**src/hw/host_mem_pkg.sv**
```systemverilog
// host memory controller definitions
// line geometry, line and index types
// host operation encoding and refill FSM states

package host_mem_pkg;

	// instruction words per cache line
	localparam int LINE_WORDS = 16;

	// byte offset inside a 64-byte line
	localparam int LINE_OFFSET_BITS = 6;

	// one full line as moved by the host controller
	typedef logic [LINE_WORDS*32-1:0] line_t;

	// line index, the address bits above the offset
	typedef logic [32-LINE_OFFSET_BITS-1:0] line_addr_t;

	// word position inside a line
	typedef logic [$clog2(LINE_WORDS)-1:0] word_idx_t;

	// controller op encoding, write exists but fetch never uses it
	typedef enum logic [1:0] {
		HOST_IDLE  = 2'b00,
		HOST_READ  = 2'b01,
		HOST_WRITE = 2'b10
	} host_op_t;

	// line buffer refill FSM
	typedef enum logic [1:0] {IDLE, REQUEST, WAIT_DATA} refill_state_t;

endpackage

```
**src/hw/fetch_pkg.sv**
```systemverilog
// processor-side fetch definitions
// address and instruction word types
// reset program counter and the flush NOP encoding

package fetch_pkg;

	// width of a byte address on the processor side
	localparam int ADDR_BITS = 32;

	// every instruction is one 32-bit word
	localparam int INSTR_BITS = 32;

	// byte address of an instruction
	typedef logic [ADDR_BITS-1:0] addr_t;

	// raw instruction word as issued to decode
	typedef logic [INSTR_BITS-1:0] instr_t;

	// opcode field sits in the top five bits
	localparam int OPCODE_BITS = 5;

	// opcode value of the no-operation instruction
	localparam logic [OPCODE_BITS-1:0] NOP_OPCODE = 5'b01111;

	// first instruction after reset
	// instruction memory starts here
	localparam addr_t RESET_PC = 32'h0600_2000;

	// bubble issued while a flush is active
	// only the opcode is set, operand fields stay zero
	localparam instr_t NOP_INSTR = {NOP_OPCODE, {(INSTR_BITS-OPCODE_BITS){1'b0}}};

endpackage
```
**src/hw/fetch_top.sv**
```systemverilog
// fetch stage top level
// program counter, line buffer and instruction selector
// plain host memory controller ports, read only

`timescale 1ns/100ps

module fetch_top
	import fetch_pkg::*;
	import host_mem_pkg::*;
(
	input  logic     clk,
	input  logic     rst_n,
	input  addr_t    in_pc_next,
	input  logic     stall,
	input  logic     flush,
	input  logic     restore,
	input  addr_t    pc_before_int,
	input  logic     use_cpu_injection,
	input  instr_t   cpu_injection,
	input  logic     use_int_instr,
	input  instr_t   int_instr,
	input  line_t    data_in_host,
	input  logic     rd_valid_host,
	output instr_t   instr,
	output addr_t    current_pc,
	output logic     done,
	output addr_t    addr_out_host,
	output host_op_t op_host
);

	addr_t pc;
	line_t line;

	// pc register
	fetch_pc u_pc (
		.clk          (clk),
		.rst_n        (rst_n),
		.in_pc_next   (in_pc_next),
		.stall        (stall),
		.flush        (flush),
		.restore      (restore),
		.pc_before_int(pc_before_int),
		.pc           (pc)
	);

	// line buffer, talks to the host controller
	instr_line_buffer u_buf (
		.clk          (clk),
		.rst_n        (rst_n),
		.pc           (pc),
		.data_in_host (data_in_host),
		.rd_valid_host(rd_valid_host),
		.addr_out_host(addr_out_host),
		.op_host      (op_host),
		.line         (line),
		.done         (done)
	);

	// issued instruction
	instr_select u_sel (
		.pc               (pc),
		.line             (line),
		.flush            (flush),
		.use_cpu_injection(use_cpu_injection),
		.use_int_instr    (use_int_instr),
		.cpu_injection    (cpu_injection),
		.int_instr        (int_instr),
		.instr            (instr)
	);

	// interrupt logic saves this pc
	assign current_pc = pc;

endmodule

```
**src/hw/instr_select.sv**
```systemverilog
// word extraction from the buffered line
// issue priority: flush NOP, cpu injection, interrupt injection, memory

`timescale 1ns/100ps

module instr_select
	import fetch_pkg::*;
	import host_mem_pkg::*;
(
	input  addr_t  pc,
	input  line_t  line,
	input  logic   flush,
	input  logic   use_cpu_injection,
	input  logic   use_int_instr,
	input  instr_t cpu_injection,
	input  instr_t int_instr,
	output instr_t instr
);

	instr_t    words [LINE_WORDS];
	word_idx_t word_idx;
	instr_t    mem_word;

	// split the line, word 0 in the low bits
	always_comb begin
		for (int i = 0; i < LINE_WORDS; i++) begin
			words[i] = line[i*32 +: 32];
		end
	end

	// word select from pc bits 5:2
	assign word_idx = pc[LINE_OFFSET_BITS-1:2];
	assign mem_word = words[word_idx];

	// injections only reach decode when no flush is pending
	always_comb begin
		if (flush) begin
			instr = NOP_INSTR;
		end else if (use_cpu_injection) begin
			instr = cpu_injection;
		end else if (use_int_instr) begin
			instr = int_instr;
		end else begin
			instr = mem_word;
		end
	end

endmodule

```
**src/hw/instr_line_buffer.sv**
```systemverilog
// one-line instruction buffer
// tag compare against pc forms the done level
// refill FSM issues host line reads on a miss

`timescale 1ns/100ps

module instr_line_buffer
	import fetch_pkg::*;
	import host_mem_pkg::*;
(
	input  logic     clk,
	input  logic     rst_n,
	input  addr_t    pc,
	input  line_t    data_in_host,
	input  logic     rd_valid_host,
	output addr_t    addr_out_host,
	output host_op_t op_host,
	output line_t    line,
	output logic     done
);

	refill_state_t state_q;
	refill_state_t state_d;

	// stored line, its tag and valid bit
	line_t      line_q;
	line_addr_t tag_q;
	logic       valid_q;

	// line index of the read in flight
	line_addr_t refill_tag_q;

	line_addr_t pc_tag;
	logic       hit;
	logic       capture;
	logic       start_refill;

	// line index of the current pc
	assign pc_tag = pc[31:LINE_OFFSET_BITS];

	// hit is purely combinational, zero latency on the fetch path
	assign hit = valid_q && (tag_q == pc_tag);

	// only look for a miss while no refill is running
	assign start_refill = (state_q == IDLE) && !hit;

	// host may answer as early as the request cycle
	assign capture = (state_q != IDLE) && rd_valid_host;

	always_comb begin
		state_d = state_q;
		case (state_q)
			IDLE: begin
				if (!hit) begin
					state_d = REQUEST;
				end
			end
			REQUEST: begin
				// read goes out this cycle
				if (rd_valid_host) begin
					state_d = IDLE;
				end else begin
					state_d = WAIT_DATA;
				end
			end
			WAIT_DATA: begin
				// wait for the single-cycle data pulse
				if (rd_valid_host) begin
					state_d = IDLE;
				end
			end
			default: begin
				state_d = IDLE;
			end
		endcase
	end

	// control state, cleared by reset
	always_ff @(posedge clk or negedge rst_n) begin
		if (!rst_n) begin
			state_q <= IDLE;
			valid_q <= 1'b0;
		end else begin
			state_q <= state_d;
			if (capture) begin
				valid_q <= 1'b1;
			end
		end
	end

	// payload registers
	always_ff @(posedge clk) begin
		// latch the requested index when the miss is seen
		if (start_refill) begin
			refill_tag_q <= pc_tag;
		end
		// returned line keeps the index it was requested for
		// even if pc has moved on meanwhile
		if (capture) begin
			line_q <= data_in_host;
			tag_q  <= refill_tag_q;
		end
	end

	// read stays asserted until the cycle after the data pulse
	always_comb begin
		case (state_q)
			REQUEST, WAIT_DATA: op_host = HOST_READ;
			default:            op_host = HOST_IDLE;
		endcase
	end

	// line base address while a read is outstanding, quiet otherwise
	assign addr_out_host = (state_q != IDLE) ?
		{refill_tag_q, {LINE_OFFSET_BITS{1'b0}}} : '0;

	assign line = line_q;
	assign done = hit;

endmodule

```
**src/hw/fetch_pc.sv**
```systemverilog
// program counter register of the fetch stage
// next-value selection for restore, stall and flush

`timescale 1ns/100ps

module fetch_pc
	import fetch_pkg::*;
(
	input  logic  clk,
	input  logic  rst_n,
	input  addr_t in_pc_next,
	input  logic  stall,
	input  logic  flush,
	input  logic  restore,
	input  addr_t pc_before_int,
	output addr_t pc
);

	addr_t pc_q;
	addr_t pc_d;

	// next pc priority
	// restore from interrupt wins over everything
	// a stall holds pc unless a flush redirects fetch
	// a taken branch flushes, so it must move pc even under stall
	always_comb begin
		if (restore) begin
			pc_d = pc_before_int;
		end else if (stall && !flush) begin
			pc_d = pc_q;
		end else begin
			pc_d = in_pc_next;
		end
	end

	// pc register, starts at the instruction memory base
	always_ff @(posedge clk or negedge rst_n) begin
		if (!rst_n) begin
			pc_q <= RESET_PC;
		end else begin
			pc_q <= pc_d;
		end
	end

	assign pc = pc_q;

endmodule

```
**config.mk**
```make
export PLATFORM = sky130hd
export DESIGN_NAME = fetch_top
export DESIGN_NICKNAME = d
export VERILOG_FILES = /design/src/hw/host_mem_pkg.sv /design/src/hw/fetch_pkg.sv /design/src/hw/fetch_top.sv /design/src/hw/instr_select.sv /design/src/hw/instr_line_buffer.sv /design/src/hw/fetch_pc.sv
export SDC_FILE = /design/constraint.sdc
export NUM_CORES = 1
export LEC_CHECK = 0
export BUFFER_PORTS_ARGS = -buffer_cell sky130_fd_sc_hd__buf_4
export CELL_PAD_IN_SITES_DETAIL_PLACEMENT = 1
export CELL_PAD_IN_SITES_GLOBAL_PLACEMENT = 1
export CORE_AREA = 2 2 294 296
export DETAILED_ROUTE_END_ITERATION = 16
export DIE_AREA = 0 0 296 298
export GPL_ROUTABILITY_DRIVEN = 1
export PLACE_DENSITY = 0.65
export SLEW_MARGIN = 10
export SYNTH_ARGS = -nofsm -noshare
export SYNTH_HDL_FRONTEND = slang
export SYNTH_HIERARCHICAL = 1
export SYNTH_SLANG_ARGS = --single-unit
export TNS_END_PERCENT = 5
```
**constraint.sdc**
```tcl
create_clock -name clk -period 47.8 [get_ports clk]
set_input_delay 7.17 -clock clk [delete_from_list [all_inputs] [get_ports clk]]
set_output_delay 7.17 -clock clk [all_outputs]
set_load 0.03 [all_outputs]
```
==> results of run 1 <==
synthesized netlist by cell type (2+ instances only):
master	instances	area share, %
edfxtp_1	564	70
mux4_2	128	12
nand2_1	53	0.82
inv_1	51	0.79
nor2b_1	43	1.1
clkbuf_1	36	0.56
a22o_1	32	1.2
dfrtp_1	32	3.3
nand4bb_1	32	1.5
xnor2_1	26	0.94
a221oi_1	20	0.72
buf_4	17	0.53
o311ai_2	17	1.1
a21oi_1	16	0.33
o21ai_0	15	0.31
buf_2	14	0.29
buf_6	14	0.65
o311ai_1	14	0.51
o21ai_1	13	0.27
a211oi_1	12	0.37
o22ai_1	12	0.31
o31ai_1	12	0.37
nand4_1	9	0.23
mux2_2	8	0.37
nor2_1	5	0.078
a22oi_1	4	0.12
dfstp_2	3	0.33
ha_1	3	0.16
clkbuf_2	2	0.041
nand2b_1	2	0.052
nand3_1	2	0.041
nor4_1	2	0.052
or3_1	2	0.052
registers in the layout, summed over array words and instances, names as in the netlist:
signal and count:
u_buf/state_q 2, u_buf/valid_q 1, u_pc/pc 32, u_buf/refill_tag_q 26, u_buf/line 512, u_buf/tag_q 26
final cells by class:
class                           count  share of cell area, %
Antenna cell                        9                 0.0678
Multi-Input combinational cell    504                   17.2
Timing Repair Buffer              761                   17.2
Sequential cell                   599                   53.6
Tap cell                         1144                   4.31
Clock inverter                     38                   1.30
Inverter                           51                  0.576
Clock buffer                       90                   5.68
cells by family after synthesis:
| family | after synthesis |
|---|---|
| and+or+nand+nor | 159 |
| buffers and inverters | 135 |
| adders and majority gates | 3 |
| xor gates and xnor gates | 27 |
| muxes | 137 |
| other | 1 |
| AOI/OAI and AO/OA | 171 |
| DFF | 599 |
per-layer routing:
metal	global-route usage [%]	share of wire (%)	routed length (um)	vias up
met2	34.9	53	46500	645
met4	6.71	2.4	2140	0
met5	0	0	0	-
li1	-	-	-	6572
met1	23.1	38	33600	7844
met3	4.55	6.9	6080	106
power groups by stage:
stage	clock (mW)	combinational, mW	sequential (mW)
after floorplan	0	0.185	0.873
after global placement	0	0.330	0.767
after detailed placement	0	0.336	0.775
after CTS	0.556	0.337	0.766
after global routing	0.575	0.352	0.775
final	0.540	0.332	0.764
how the worst max path moves through the flow:
| stage | to | slack, ns | depth (start not counted) |
|---|---|---|---|
| 2_1_floorplan | u_buf/valid_q | 15.38 | 2 |
| 3_3_place_gp | instr[2] | 30.90 | 5 |
| 3_5_place_dp | instr[2] | 30.95 | 5 |
| 4_1_cts | instr[2] | 30.94 | 5 |
| 5_1_grt | instr[2] | 30.81 | 5 |
| 6_report | instr[2] | 30.82 | 5 |
==> reports/results.tsv, run 1 <==
stage	metric	value	unit
run_status	outcome	completed	
die	core area	84900	sq um
power	total power	1.64	mW
global_route	vias in the first global route	16541	
critical_path	most frequent CP cell	buf_4	
die	Die Ht	298	um
yosys	Seq cells post-synth	599	
yosys	post-synthesis sequential area ratio	73.6	%
timing	Max Fclk	58.9	MHz
clock_tree	Clk Latency, worst-skew pair	0.61	ns
placement	placer congestion estimate	0.904	
yosys	Post-Syn Instances	1232	
routing	Post-DRT Antenna Nets	0	
layout	Finished Core Util	39.2	%
timing	Final Hold Viols	0	
min_path	min-delay src	u_buf/refill_tag_q[7]	
placement	# port buffers	739	
yosys	Post-Synth XOR/XNOR Area	0.978	%
clock_tree	H-tree depth	3	
global_route	global-route wire length before repair	122000	um
global_route	GRT Overall Usage	19.6	%
critical_path	reg2reg end	u_buf/line[438]	
global_route	gr ovfl total	0	
power	power share of the clock group	33.0	%
layout	fraction of layout cells with a size suffix above 1	50.5	%
timing	Max Slew Vio Count	0	
routing	initial drt markers	1045	
yosys	Synth Area in Adders	0.155	%
min_path	Worst Hold End	u_buf/tag_q[7]	
job	Max Cap Violations	0	
clock_tree	Bufs on Longest Clock Path	3	
layout	Non-Filler Cell Area, Final	33200	sq um
yosys	Primary FF master, synth	edfxtp_1	
power	P_sw	0.462	mW
die	die area	88200	sq um
layout	commonest non-fill, non-tap cells in the layout	buf_4, edfxtp_1, mux4_2	
layout	commonest non-fill, non-tap cell in the layout	buf_4	
placement	Cells after DPL	3059	
die	num ports	747	
yosys	Avg Inst Size Synth	19.6	sq um
critical_path	slowest stage delay, CP	0.99	ns
critical_path	required time worst endpoint	40.63	ns
layout	area delta synth->final	37.4	%
clock_tree	PostCTS Resize Cnt	0	
min_path	Worst Hold Depth	0	
clock_tree	hold bufs inserted after CTS	0	
clock_tree	TritonCTS Sinks	599	
yosys	mux contribution to synthesized area	12.3	%
yosys	ys async rst share	5.84	%
power	Sw Share	28.3	%
routing	Pre-antenna DRT Iters	5	
placement	dpl hpwl	66200	um
placement	DP Worst Slack	30.95	ns
critical_path	CP delay by family, top	compound AO/OA/AOI/OAI gates	
routing	routed via count	15167	
yosys	YS warnings	6	
clock_tree	Clock transition at path regs	0.06	ns
timing	slew margin rel.	13.1	%
routing	vias per cell	4.75	
critical_path	Register-to-Register Setup Slack	43.15	ns
min_path	HP Class	flop to flop	
layout	Final #Nets	2639	
yosys	Mapped Area	24200	sq um
timing	skew final	0.0383	ns
routing	final wirelength	88300	um
global_route	largest net degree at the start of global routing	161	
die	row count	107	
critical_path	critical path type	input port to output port	
critical_path	Setup crit end kind	output port	
layout	Layout Cells excl Fill	3196	
layout	Multi-input gate area	5720	sq um
routing	Residual DRC	0	
layout	# fillers	8661	
yosys	Post-Synth Simple-Gate Area	4.23	%
yosys	Post-synth EDFFs	564	
power	Leak	12.4	nW
yosys	compound-gate portion of the synthesized area	5.77	%
placement	Placed Area	30900	sq um
power	Comb power frac	20.3	%
clock_tree	CTS tree	done	
critical_path	reg2reg start	u_buf/state_q[0]	
yosys	count of different cell masters after synthesis	50	
timing	Worst Tran Pin Value	1.30	ns
timing	Final period util	35.5	%
global_route	initial antenna violation count	16	
power	maximum VDD drop	30.7	uV
layout	FF+latch area	17800	sq um
timing	Final min period	16.98	ns
timing	Worst Hold Margin	0.440	ns
power	P_int	1.17	mW
power	register share of total power	46.7	%
critical_path	crit path launch	flush	
clock_tree	TritonCTS Buffers	71	
critical_path	crit-path max FO	12	
critical_path	Worst setup SP type	input port	
critical_path	CP cell instances	buf_4, nor2_1, o21ai_0, o31ai_1, buf_4	
timing	setup TNS	0	ns
clock_tree	postcts setup bufs	0	
critical_path	crit path buf inv count	2	
timing	Setup Viol. Count Final	0	
critical_path	R2R cell count	6	
yosys	largest family of logic cells by synthesized area	multiplexers	
critical_path	Worst path slowest cell	nor2_1	
power	total power divided by cell area	49.2	nW/um^2
die	Initial Util	28.5	%
timing	fin worst setup slack	30.82	ns
routing	wire per inst	27.6	um
critical_path	worst path arrival time	9.81	ns
clock_tree	Root Driver	clkbuf_16	
die	DIE WIDTH	296	um
timing	unrepaired setup endpoints after global routing	false	
Note: power is estimated with default switching activity, not from simulation.
==> run 2: changes to the inputs <==
--- a/config.mk
+++ b/config.mk
@@ -8,11 +8,11 @@
 export BUFFER_PORTS_ARGS = -buffer_cell sky130_fd_sc_hd__buf_4
 export CELL_PAD_IN_SITES_DETAIL_PLACEMENT = 1
 export CELL_PAD_IN_SITES_GLOBAL_PLACEMENT = 1
-export CORE_AREA = 2 2 294 296
+export CORE_AREA = 2 2 287 289
 export DETAILED_ROUTE_END_ITERATION = 16
-export DIE_AREA = 0 0 296 298
+export DIE_AREA = 0 0 289 291
 export GPL_ROUTABILITY_DRIVEN = 1
-export PLACE_DENSITY = 0.65
+export PLACE_DENSITY = 0.7
 export SLEW_MARGIN = 10
 export SYNTH_ARGS = -nofsm -noshare
 export SYNTH_HDL_FRONTEND = slang
==> constraint.sdc (replaced) <==
create_clock -name clk -period 14.45 [get_ports clk]
set_input_delay 2.1675 -clock clk [delete_from_list [all_inputs] [get_ports clk]]
set_output_delay 2.1675 -clock clk [all_outputs]
set_load 0.03 [all_outputs]
==> reports/results.tsv, run 2 (same netlist as run 1, synthesis figures left out) <==
stage	metric	value	unit	change
die	Die Ht	291	um	-2.3%
power	total power	5.32	mW	+230%
clock_tree	hold bufs inserted after CTS	0		unchanged
timing	slew margin rel.	21.8	%	+8.7 points
timing	Worst Tran Pin Value	1.17	ns	-0.128 ns
power	maximum VDD drop	100	uV	+230%
placement	Cells after DPL	2981		-2.5%
critical_path	crit-path max FO	39		+27
clock_tree	CTS tree	done		
clock_tree	Clk Latency, worst-skew pair	0.61	ns	about the same
clock_tree	TritonCTS Buffers	71		unchanged
global_route	global-route wire length before repair	121000	um	-0.85%
job	Max Cap Violations	0		unchanged
clock_tree	postcts setup bufs	0		unchanged
die	Initial Util	29.8	%	+1.3 points
timing	Max Fclk	144	MHz	
critical_path	Setup crit end kind	output port		
routing	initial drt markers	1061		+1.5%
power	total power divided by cell area	161	nW/um^2	+230%
timing	skew final	0.0195	ns	-0.0188 ns
critical_path	R2R cell count	6		unchanged
critical_path	worst path arrival time	4.77	ns	-5.04 ns
critical_path	worst setup path end	instr[8]		
timing	Final period util	48.0	%	
placement	DP Worst Slack	7.74	ns	-23.21 ns
die	core area	81200	sq um	-4.3%
critical_path	required time worst endpoint	12.28	ns	-28.35 ns
global_route	GRT Overall Usage	20.2	%	+0.60 points
timing	unrepaired setup endpoints after global routing	false		
clock_tree	TritonCTS Sinks	599		unchanged
layout	max reg flops	512		unchanged
global_route	vias in the first global route	17048		+3.1%
placement	# port buffers	739		unchanged
routing	Post-DRT Antenna Nets	0		unchanged
layout	Final #Nets	2635		-0.15%
placement	placer congestion estimate	0.932		+3.1%
timing	Worst Hold Margin	0.441	ns	+0.000494 ns
routing	wire per inst	27.8	um	+0.45%
clock_tree	Clock transition at path regs	0.05	ns	about the same
routing	vias per cell	4.86		+2.3%
layout	Layout Cells excl Fill	3121		-2.3%
timing	Final Hold Viols	0		unchanged
critical_path	Worst setup SP type	flop		
layout	commonest non-fill, non-tap cells in the layout	buf_4, edfxtp_1, mux4_2		
clock_tree	Bufs on Longest Clock Path	3		unchanged
timing	setup TNS	0	ns	unchanged
layout	area delta synth->final	36.5	%	
critical_path	Register-to-Register Setup Slack	10.56	ns	-32.59 ns
layout	fraction of layout cells with a size suffix above 1	50.0	%	-0.47 points
power	Leak	12.4	nW	-0.58%
die	row count	105		-1.9%
routing	Pre-antenna DRT Iters	6		+1
placement	dpl hpwl	64600	um	-2.3%
timing	Setup Viol. Count Final	0		unchanged
timing	Final min period	6.94	ns	
layout	Finished Core Util	40.7	%	+1.5 points
critical_path	reg2reg end	u_buf/line[178]		
critical_path	critical path type	flop to output port		
timing	Max Slew Vio Count	0		unchanged
timing	fin worst setup slack	7.51	ns	-23.30 ns
global_route	largest net degree at the start of global routing	186		+16%
clock_tree	PostCTS Resize Cnt	0		unchanged
die	num ports	747		unchanged
critical_path	reg2reg start	u_buf/state_q[1]		
layout	# fillers	8154		-5.9%
global_route	gr ovfl total	0		unchanged
routing	final wirelength	86600	um	-1.9%
routing	routed via count	15158		-0.059%
critical_path	crit path launch	u_pc/pc[2]		
placement	Placed Area	30800	sq um	-0.40%
layout	commonest non-fill, non-tap cell in the layout	buf_4		
min_path	HP Class	flop to flop		
clock_tree	H-tree depth	3		unchanged
routing	Residual DRC	0		unchanged
die	DIE WIDTH	289	um	-2.4%
run_status	outcome	completed		
die	die area	84100	sq um	-4.7%
layout	Non-Filler Cell Area, Final	33000	sq um	-0.64%
global_route	initial antenna violation count	13		-3
clock_tree	Root Driver	clkbuf_16		
[run 2: changes by cell type in the layout (fill, tap and decap cells not counted), sizes merged]
| cell | change |
|---|---|
| clkinv | +4 |
| bufinv | -5 |
| clkbuf | +2 |
| buf | -4 |
| clkinvlp | +1 |
| inv | +1 |
[run 2: worst min path at each step]
stage	startpoint	endpoint	cells past startpoint
after global placement	u_buf/refill_tag_q[19]	u_buf/tag_q[19]	0
after global routing	u_buf/refill_tag_q[15]	u_buf/tag_q[15]	0
final	u_buf/refill_tag_q[19]	u_buf/tag_q[19]	0
after floorplan	u_buf/refill_tag_q[0]	u_buf/tag_q[0]	0
after detailed placement	u_buf/refill_tag_q[10]	u_buf/tag_q[10]	0
after CTS	u_buf/refill_tag_q[19]	u_buf/tag_q[19]	0
[run 2: cell type report]
class | count | area, sq um | share of cell area, %
tap | 1070 | 1340 | 4.05
multi-input combinational | 504 | 5720 | 17.3
timing repair buffer | 757 | 5700 | 17.2
sequential | 599 | 17800 | 54.0
antenna | 9 | 22.5 | 0.0682
clock buffer | 92 | 1930 | 5.84
inverter | 51 | 191 | 0.580
clock inverter | 39 | 300 | 0.909
[run 2: where the power goes]
part	switching (mW)	internal, mW	total, mW
Clock	0.725	0.986	1.71
Combinational	0.649	0.432	1.08
Sequential	0.139	2.39	2.53
Total	1.51	3.81	5.32
[run 2: critical path, stage by stage (launching register included)]
cell,delay [ns]
dfrtp_4,0.82
buf_4,0.72
buf_4,0.74
mux4_2,0.59
a22o_1,0.21
o21ai_1,0.51
a221oi_1,0.21
buf_4,0.23
[run 2: layer usage]
metal	GRT usage, %	routed length (um)	up-vias
li1	-	-	6572
met1	23.6	31700	7774
met2	35.8	45200	673
met3	5.53	7070	131
met4	6.64	2610	8
met5	0	55	-
==> run 3: changes to the inputs <==
--- a/config.mk
+++ b/config.mk
@@ -5,6 +5,7 @@
 export SDC_FILE = /design/constraint.sdc
 export NUM_CORES = 1
 export LEC_CHECK = 0
+export ABC_AREA = 1
 export BUFFER_PORTS_ARGS = -buffer_cell sky130_fd_sc_hd__buf_4
 export CELL_PAD_IN_SITES_DETAIL_PLACEMENT = 1
 export CELL_PAD_IN_SITES_GLOBAL_PLACEMENT = 1
@@ -12,7 +13,7 @@
 export DETAILED_ROUTE_END_ITERATION = 16
 export DIE_AREA = 0 0 289 291
 export GPL_ROUTABILITY_DRIVEN = 1
-export PLACE_DENSITY = 0.7
+export PLACE_DENSITY = 0.74
 export SLEW_MARGIN = 10
 export SYNTH_ARGS = -nofsm -noshare
 export SYNTH_HDL_FRONTEND = slang
==> constraint.sdc (replaced) <==
create_clock -name clk -period 7 [get_ports clk]
set_input_delay 1.05 -clock clk [delete_from_list [all_inputs] [get_ports clk]]
set_output_delay 1.05 -clock clk [all_outputs]
set_load 0.03 [all_outputs]
==> reports/results.tsv, run 3 <==
stage	metric	value	unit	change
global_route	GRT Overall Usage	22.7	%	+2.5 points
critical_path	slowest stage delay, CP	0.69	ns	-0.13 ns
die	row count	105		unchanged
min_path	HP Class	input port to async pin		
timing	Final min period	4.78	ns	
routing	initial drt markers	1371		+29%
yosys	Seq cells post-synth	599		unchanged
layout	area delta synth->final	34.1	%	
timing	slew margin rel.	17.0	%	-4.7 points
timing	fin worst setup slack	2.22	ns	-5.30 ns
routing	wire per inst	23.4	um	-16%
timing	Worst Tran Pin Value	1.24	ns	+0.0733 ns
placement	Placed Area	31800	sq um	+3.3%
global_route	initial antenna violation count	20		+7
routing	Pre-antenna DRT Iters	6		unchanged
yosys	Synth Area in Adders	0.148	%	-0.0076 points
yosys	Post-synth EDFFs	564		unchanged
clock_tree	postcts setup bufs	0		unchanged
die	core area	81200	sq um	unchanged
yosys	Mapped Area	25400	sq um	+5.2%
routing	vias per cell	4.86		about the same
yosys	post-synthesis sequential area ratio	70.0	%	-3.6 points
clock_tree	PostCTS Resize Cnt	0		unchanged
timing	Final period util	68.3	%	
layout	fraction of layout cells with a size suffix above 1	28.4	%	-22 points
yosys	Post-Synth Simple-Gate Area	20.4	%	+16 points
power	total power divided by cell area	329	nW/um^2	+100%
critical_path	critical path type	flop to output port		
timing	Max Slew Vio Count	0		unchanged
routing	Residual DRC	0		unchanged
yosys	Post-Syn Instances	2349		+91%
layout	max reg flops	512		unchanged
placement	placer congestion estimate	0.851		-8.7%
global_route	global-route wire length before repair	139000	um	+15%
critical_path	Worst path slowest cell	dfrtp_4		
yosys	mux contribution to synthesized area	0	%	-12 points
yosys	largest family of logic cells by synthesized area	simple AND/OR/NAND/NOR gates		
clock_tree	Clock transition at path regs	0.06	ns	about the same
clock_tree	CTS tree	done		
power	total power	11.2	mW	+110%
yosys	Avg Inst Size Synth	10.8	sq um	-45%
clock_tree	TritonCTS Sinks	599		unchanged
placement	DP Worst Slack	2.81	ns	-4.93 ns
yosys	Post-Synth XOR/XNOR Area	0.207	%	-0.77 points
die	num ports	747		unchanged
run_status	outcome	completed		
critical_path	reg2reg start	u_buf/state_q[0]		
die	Initial Util	31.3	%	+1.5 points
yosys	Synth area leaders	edfxtp_1, nand2_1, nand3_1, nor2_1, dfrtp_1		
timing	Max Fclk	209	MHz	
timing	unrepaired setup endpoints after global routing	false		
die	Die Ht	291	um	unchanged
yosys	cell with the most instances after synthesis	nand2_1		
layout	commonest non-fill, non-tap cells in the layout	buf_4, nand2_1, edfxtp_1		
global_route	largest net degree at the start of global routing	168		-9.7%
timing	Final Hold Viols	0		unchanged
placement	Cells after DPL	4040		+36%
yosys	count of different cell masters after synthesis	29		-42%
critical_path	worst setup path end	instr[5]		
job	Max Cap Violations	0		unchanged
clock_tree	Clk Latency, worst-skew pair	0.63	ns	+0.02 ns
yosys	synth cell count leaders	nand2_1, edfxtp_1, nor2_1		
critical_path	CP cell instances	inv_8, buf_4, o21ai_0, nand3_1, nand3_1, nand2_1, nand2_1, a21oi_1, buf_4		
critical_path	worst path arrival time	3.73	ns	-1.04 ns
clock_tree	H-tree depth	3		unchanged
timing	skew final	0.0333	ns	+0.0138 ns
die	die area	84100	sq um	unchanged
yosys	compound-gate portion of the synthesized area	4.50	%	-1.3 points
routing	final wirelength	98000	um	+13%
routing	Post-DRT Antenna Nets	0		unchanged
clock_tree	TritonCTS Buffers	71		unchanged
power	Leak	14.3	nW	+16%
layout	Layout Cells excl Fill	4187		+34%
yosys	Primary FF master, synth	edfxtp_1		
power	maximum VDD drop	238	uV	+140%
clock_tree	hold bufs inserted after CTS	0		unchanged
critical_path	Register-to-Register Setup Slack	4.21	ns	-6.35 ns
layout	commonest non-fill, non-tap cell in the layout	buf_4		
critical_path	Setup crit end kind	output port		
critical_path	required time worst endpoint	5.95	ns	-6.33 ns
timing	Setup Viol. Count Final	0		unchanged
placement	# port buffers	739		unchanged
global_route	gr ovfl total	0		unchanged
yosys	Yosys top cell area share	66.6	%	-3.4 points
critical_path	Worst setup SP type	flop		
yosys	largest area contributor in the netlist	edfxtp_1		
critical_path	reg2reg end	u_buf/line[439]		
layout	Non-Filler Cell Area, Final	34100	sq um	+3.3%
yosys	YS warnings	6		unchanged
critical_path	crit-path max FO	115		+190%
die	DIE WIDTH	289	um	unchanged
yosys	ys async rst share	5.84	%	unchanged
routing	routed via count	20338		+34%
critical_path	R2R cell count	5		-1
clock_tree	Bufs on Longest Clock Path	3		unchanged
layout	Final #Nets	3694		+40%
clock_tree	Root Driver	clkbuf_16		
critical_path	crit path launch	u_pc/pc[2]		
placement	dpl hpwl	69900	um	+8.1%
global_route	vias in the first global route	21219		+24%
run 3: worst max-delay path: cells and delay by family, from the launching register on:
family                 cells  cell delay, ns
AO/OA/AOI/OAI              2            0.59
buffers and inverters      3            1.25
flip-flops                 1            0.69
AND/OR/NAND/NOR            4            0.42
run 3: kinds of logic after synthesis:
family                     after synthesis
DFF                                    599
AOI/OAI and AO/OA                      222
other                                    1
adders and majority gates                3
xor gates and xnor gates                 6
and+or+nand+nor                       1280
buffers and inverters                  238
run 3: stage by stage:
stage               hold WS (ns)  setup TNS (ns)  util [%]
detailed placement         0.435               0      39.1
floorplan                  0.426        -1305.45         -
finish                     0.432               0      42.0
global route               0.446               0      42.0
CTS                        0.409               0      42.0
global placement           0.430               0      39.1
run 3: how the worst min path moves through the flow:
stage / from / endpoint / slack, ns / cells after the start
global placement: u_buf/refill_tag_q[21] / u_buf/tag_q[21] / 0.43 / 0
global route: rst_n / u_pc/pc[22] / 0.45 / 1
finish: rst_n / u_pc/pc[16] / 0.43 / 1
detailed placement: u_buf/refill_tag_q[18] / u_buf/tag_q[18] / 0.44 / 0
floorplan: u_buf/refill_tag_q[0] / u_buf/tag_q[0] / 0.43 / 0
CTS: rst_n / u_pc/pc[16] / 0.41 / 1
run 3: power breakdown:
group	leakage (nW)	switching (mW)	internal, mW	total, mW
Clock	1.11	1.53	2.17	3.69
Sequential	5.74	0.288	4.91	5.20
Combinational	7.45	1.59	0.738	2.33
run 3: final cells by class:
type	count	area, sq um
Tap cell	1070	1340
Timing Repair Buffer	763	5790
Multi-Input combinational cell	1518	6470
Inverter	90	360
Clock buffer	93	1880
Clock inverter	37	415
Sequential cell	599	17800
Antenna cell	17	42.5
Fill cell	9125	47100
run 3: per-layer routing:
metal	global-route usage [%]	part of all wire [%]
met4	9.27	3.5
met1	26.7	38
met2	39.9	51
met3	4.83	7.1
met5	0	0.013
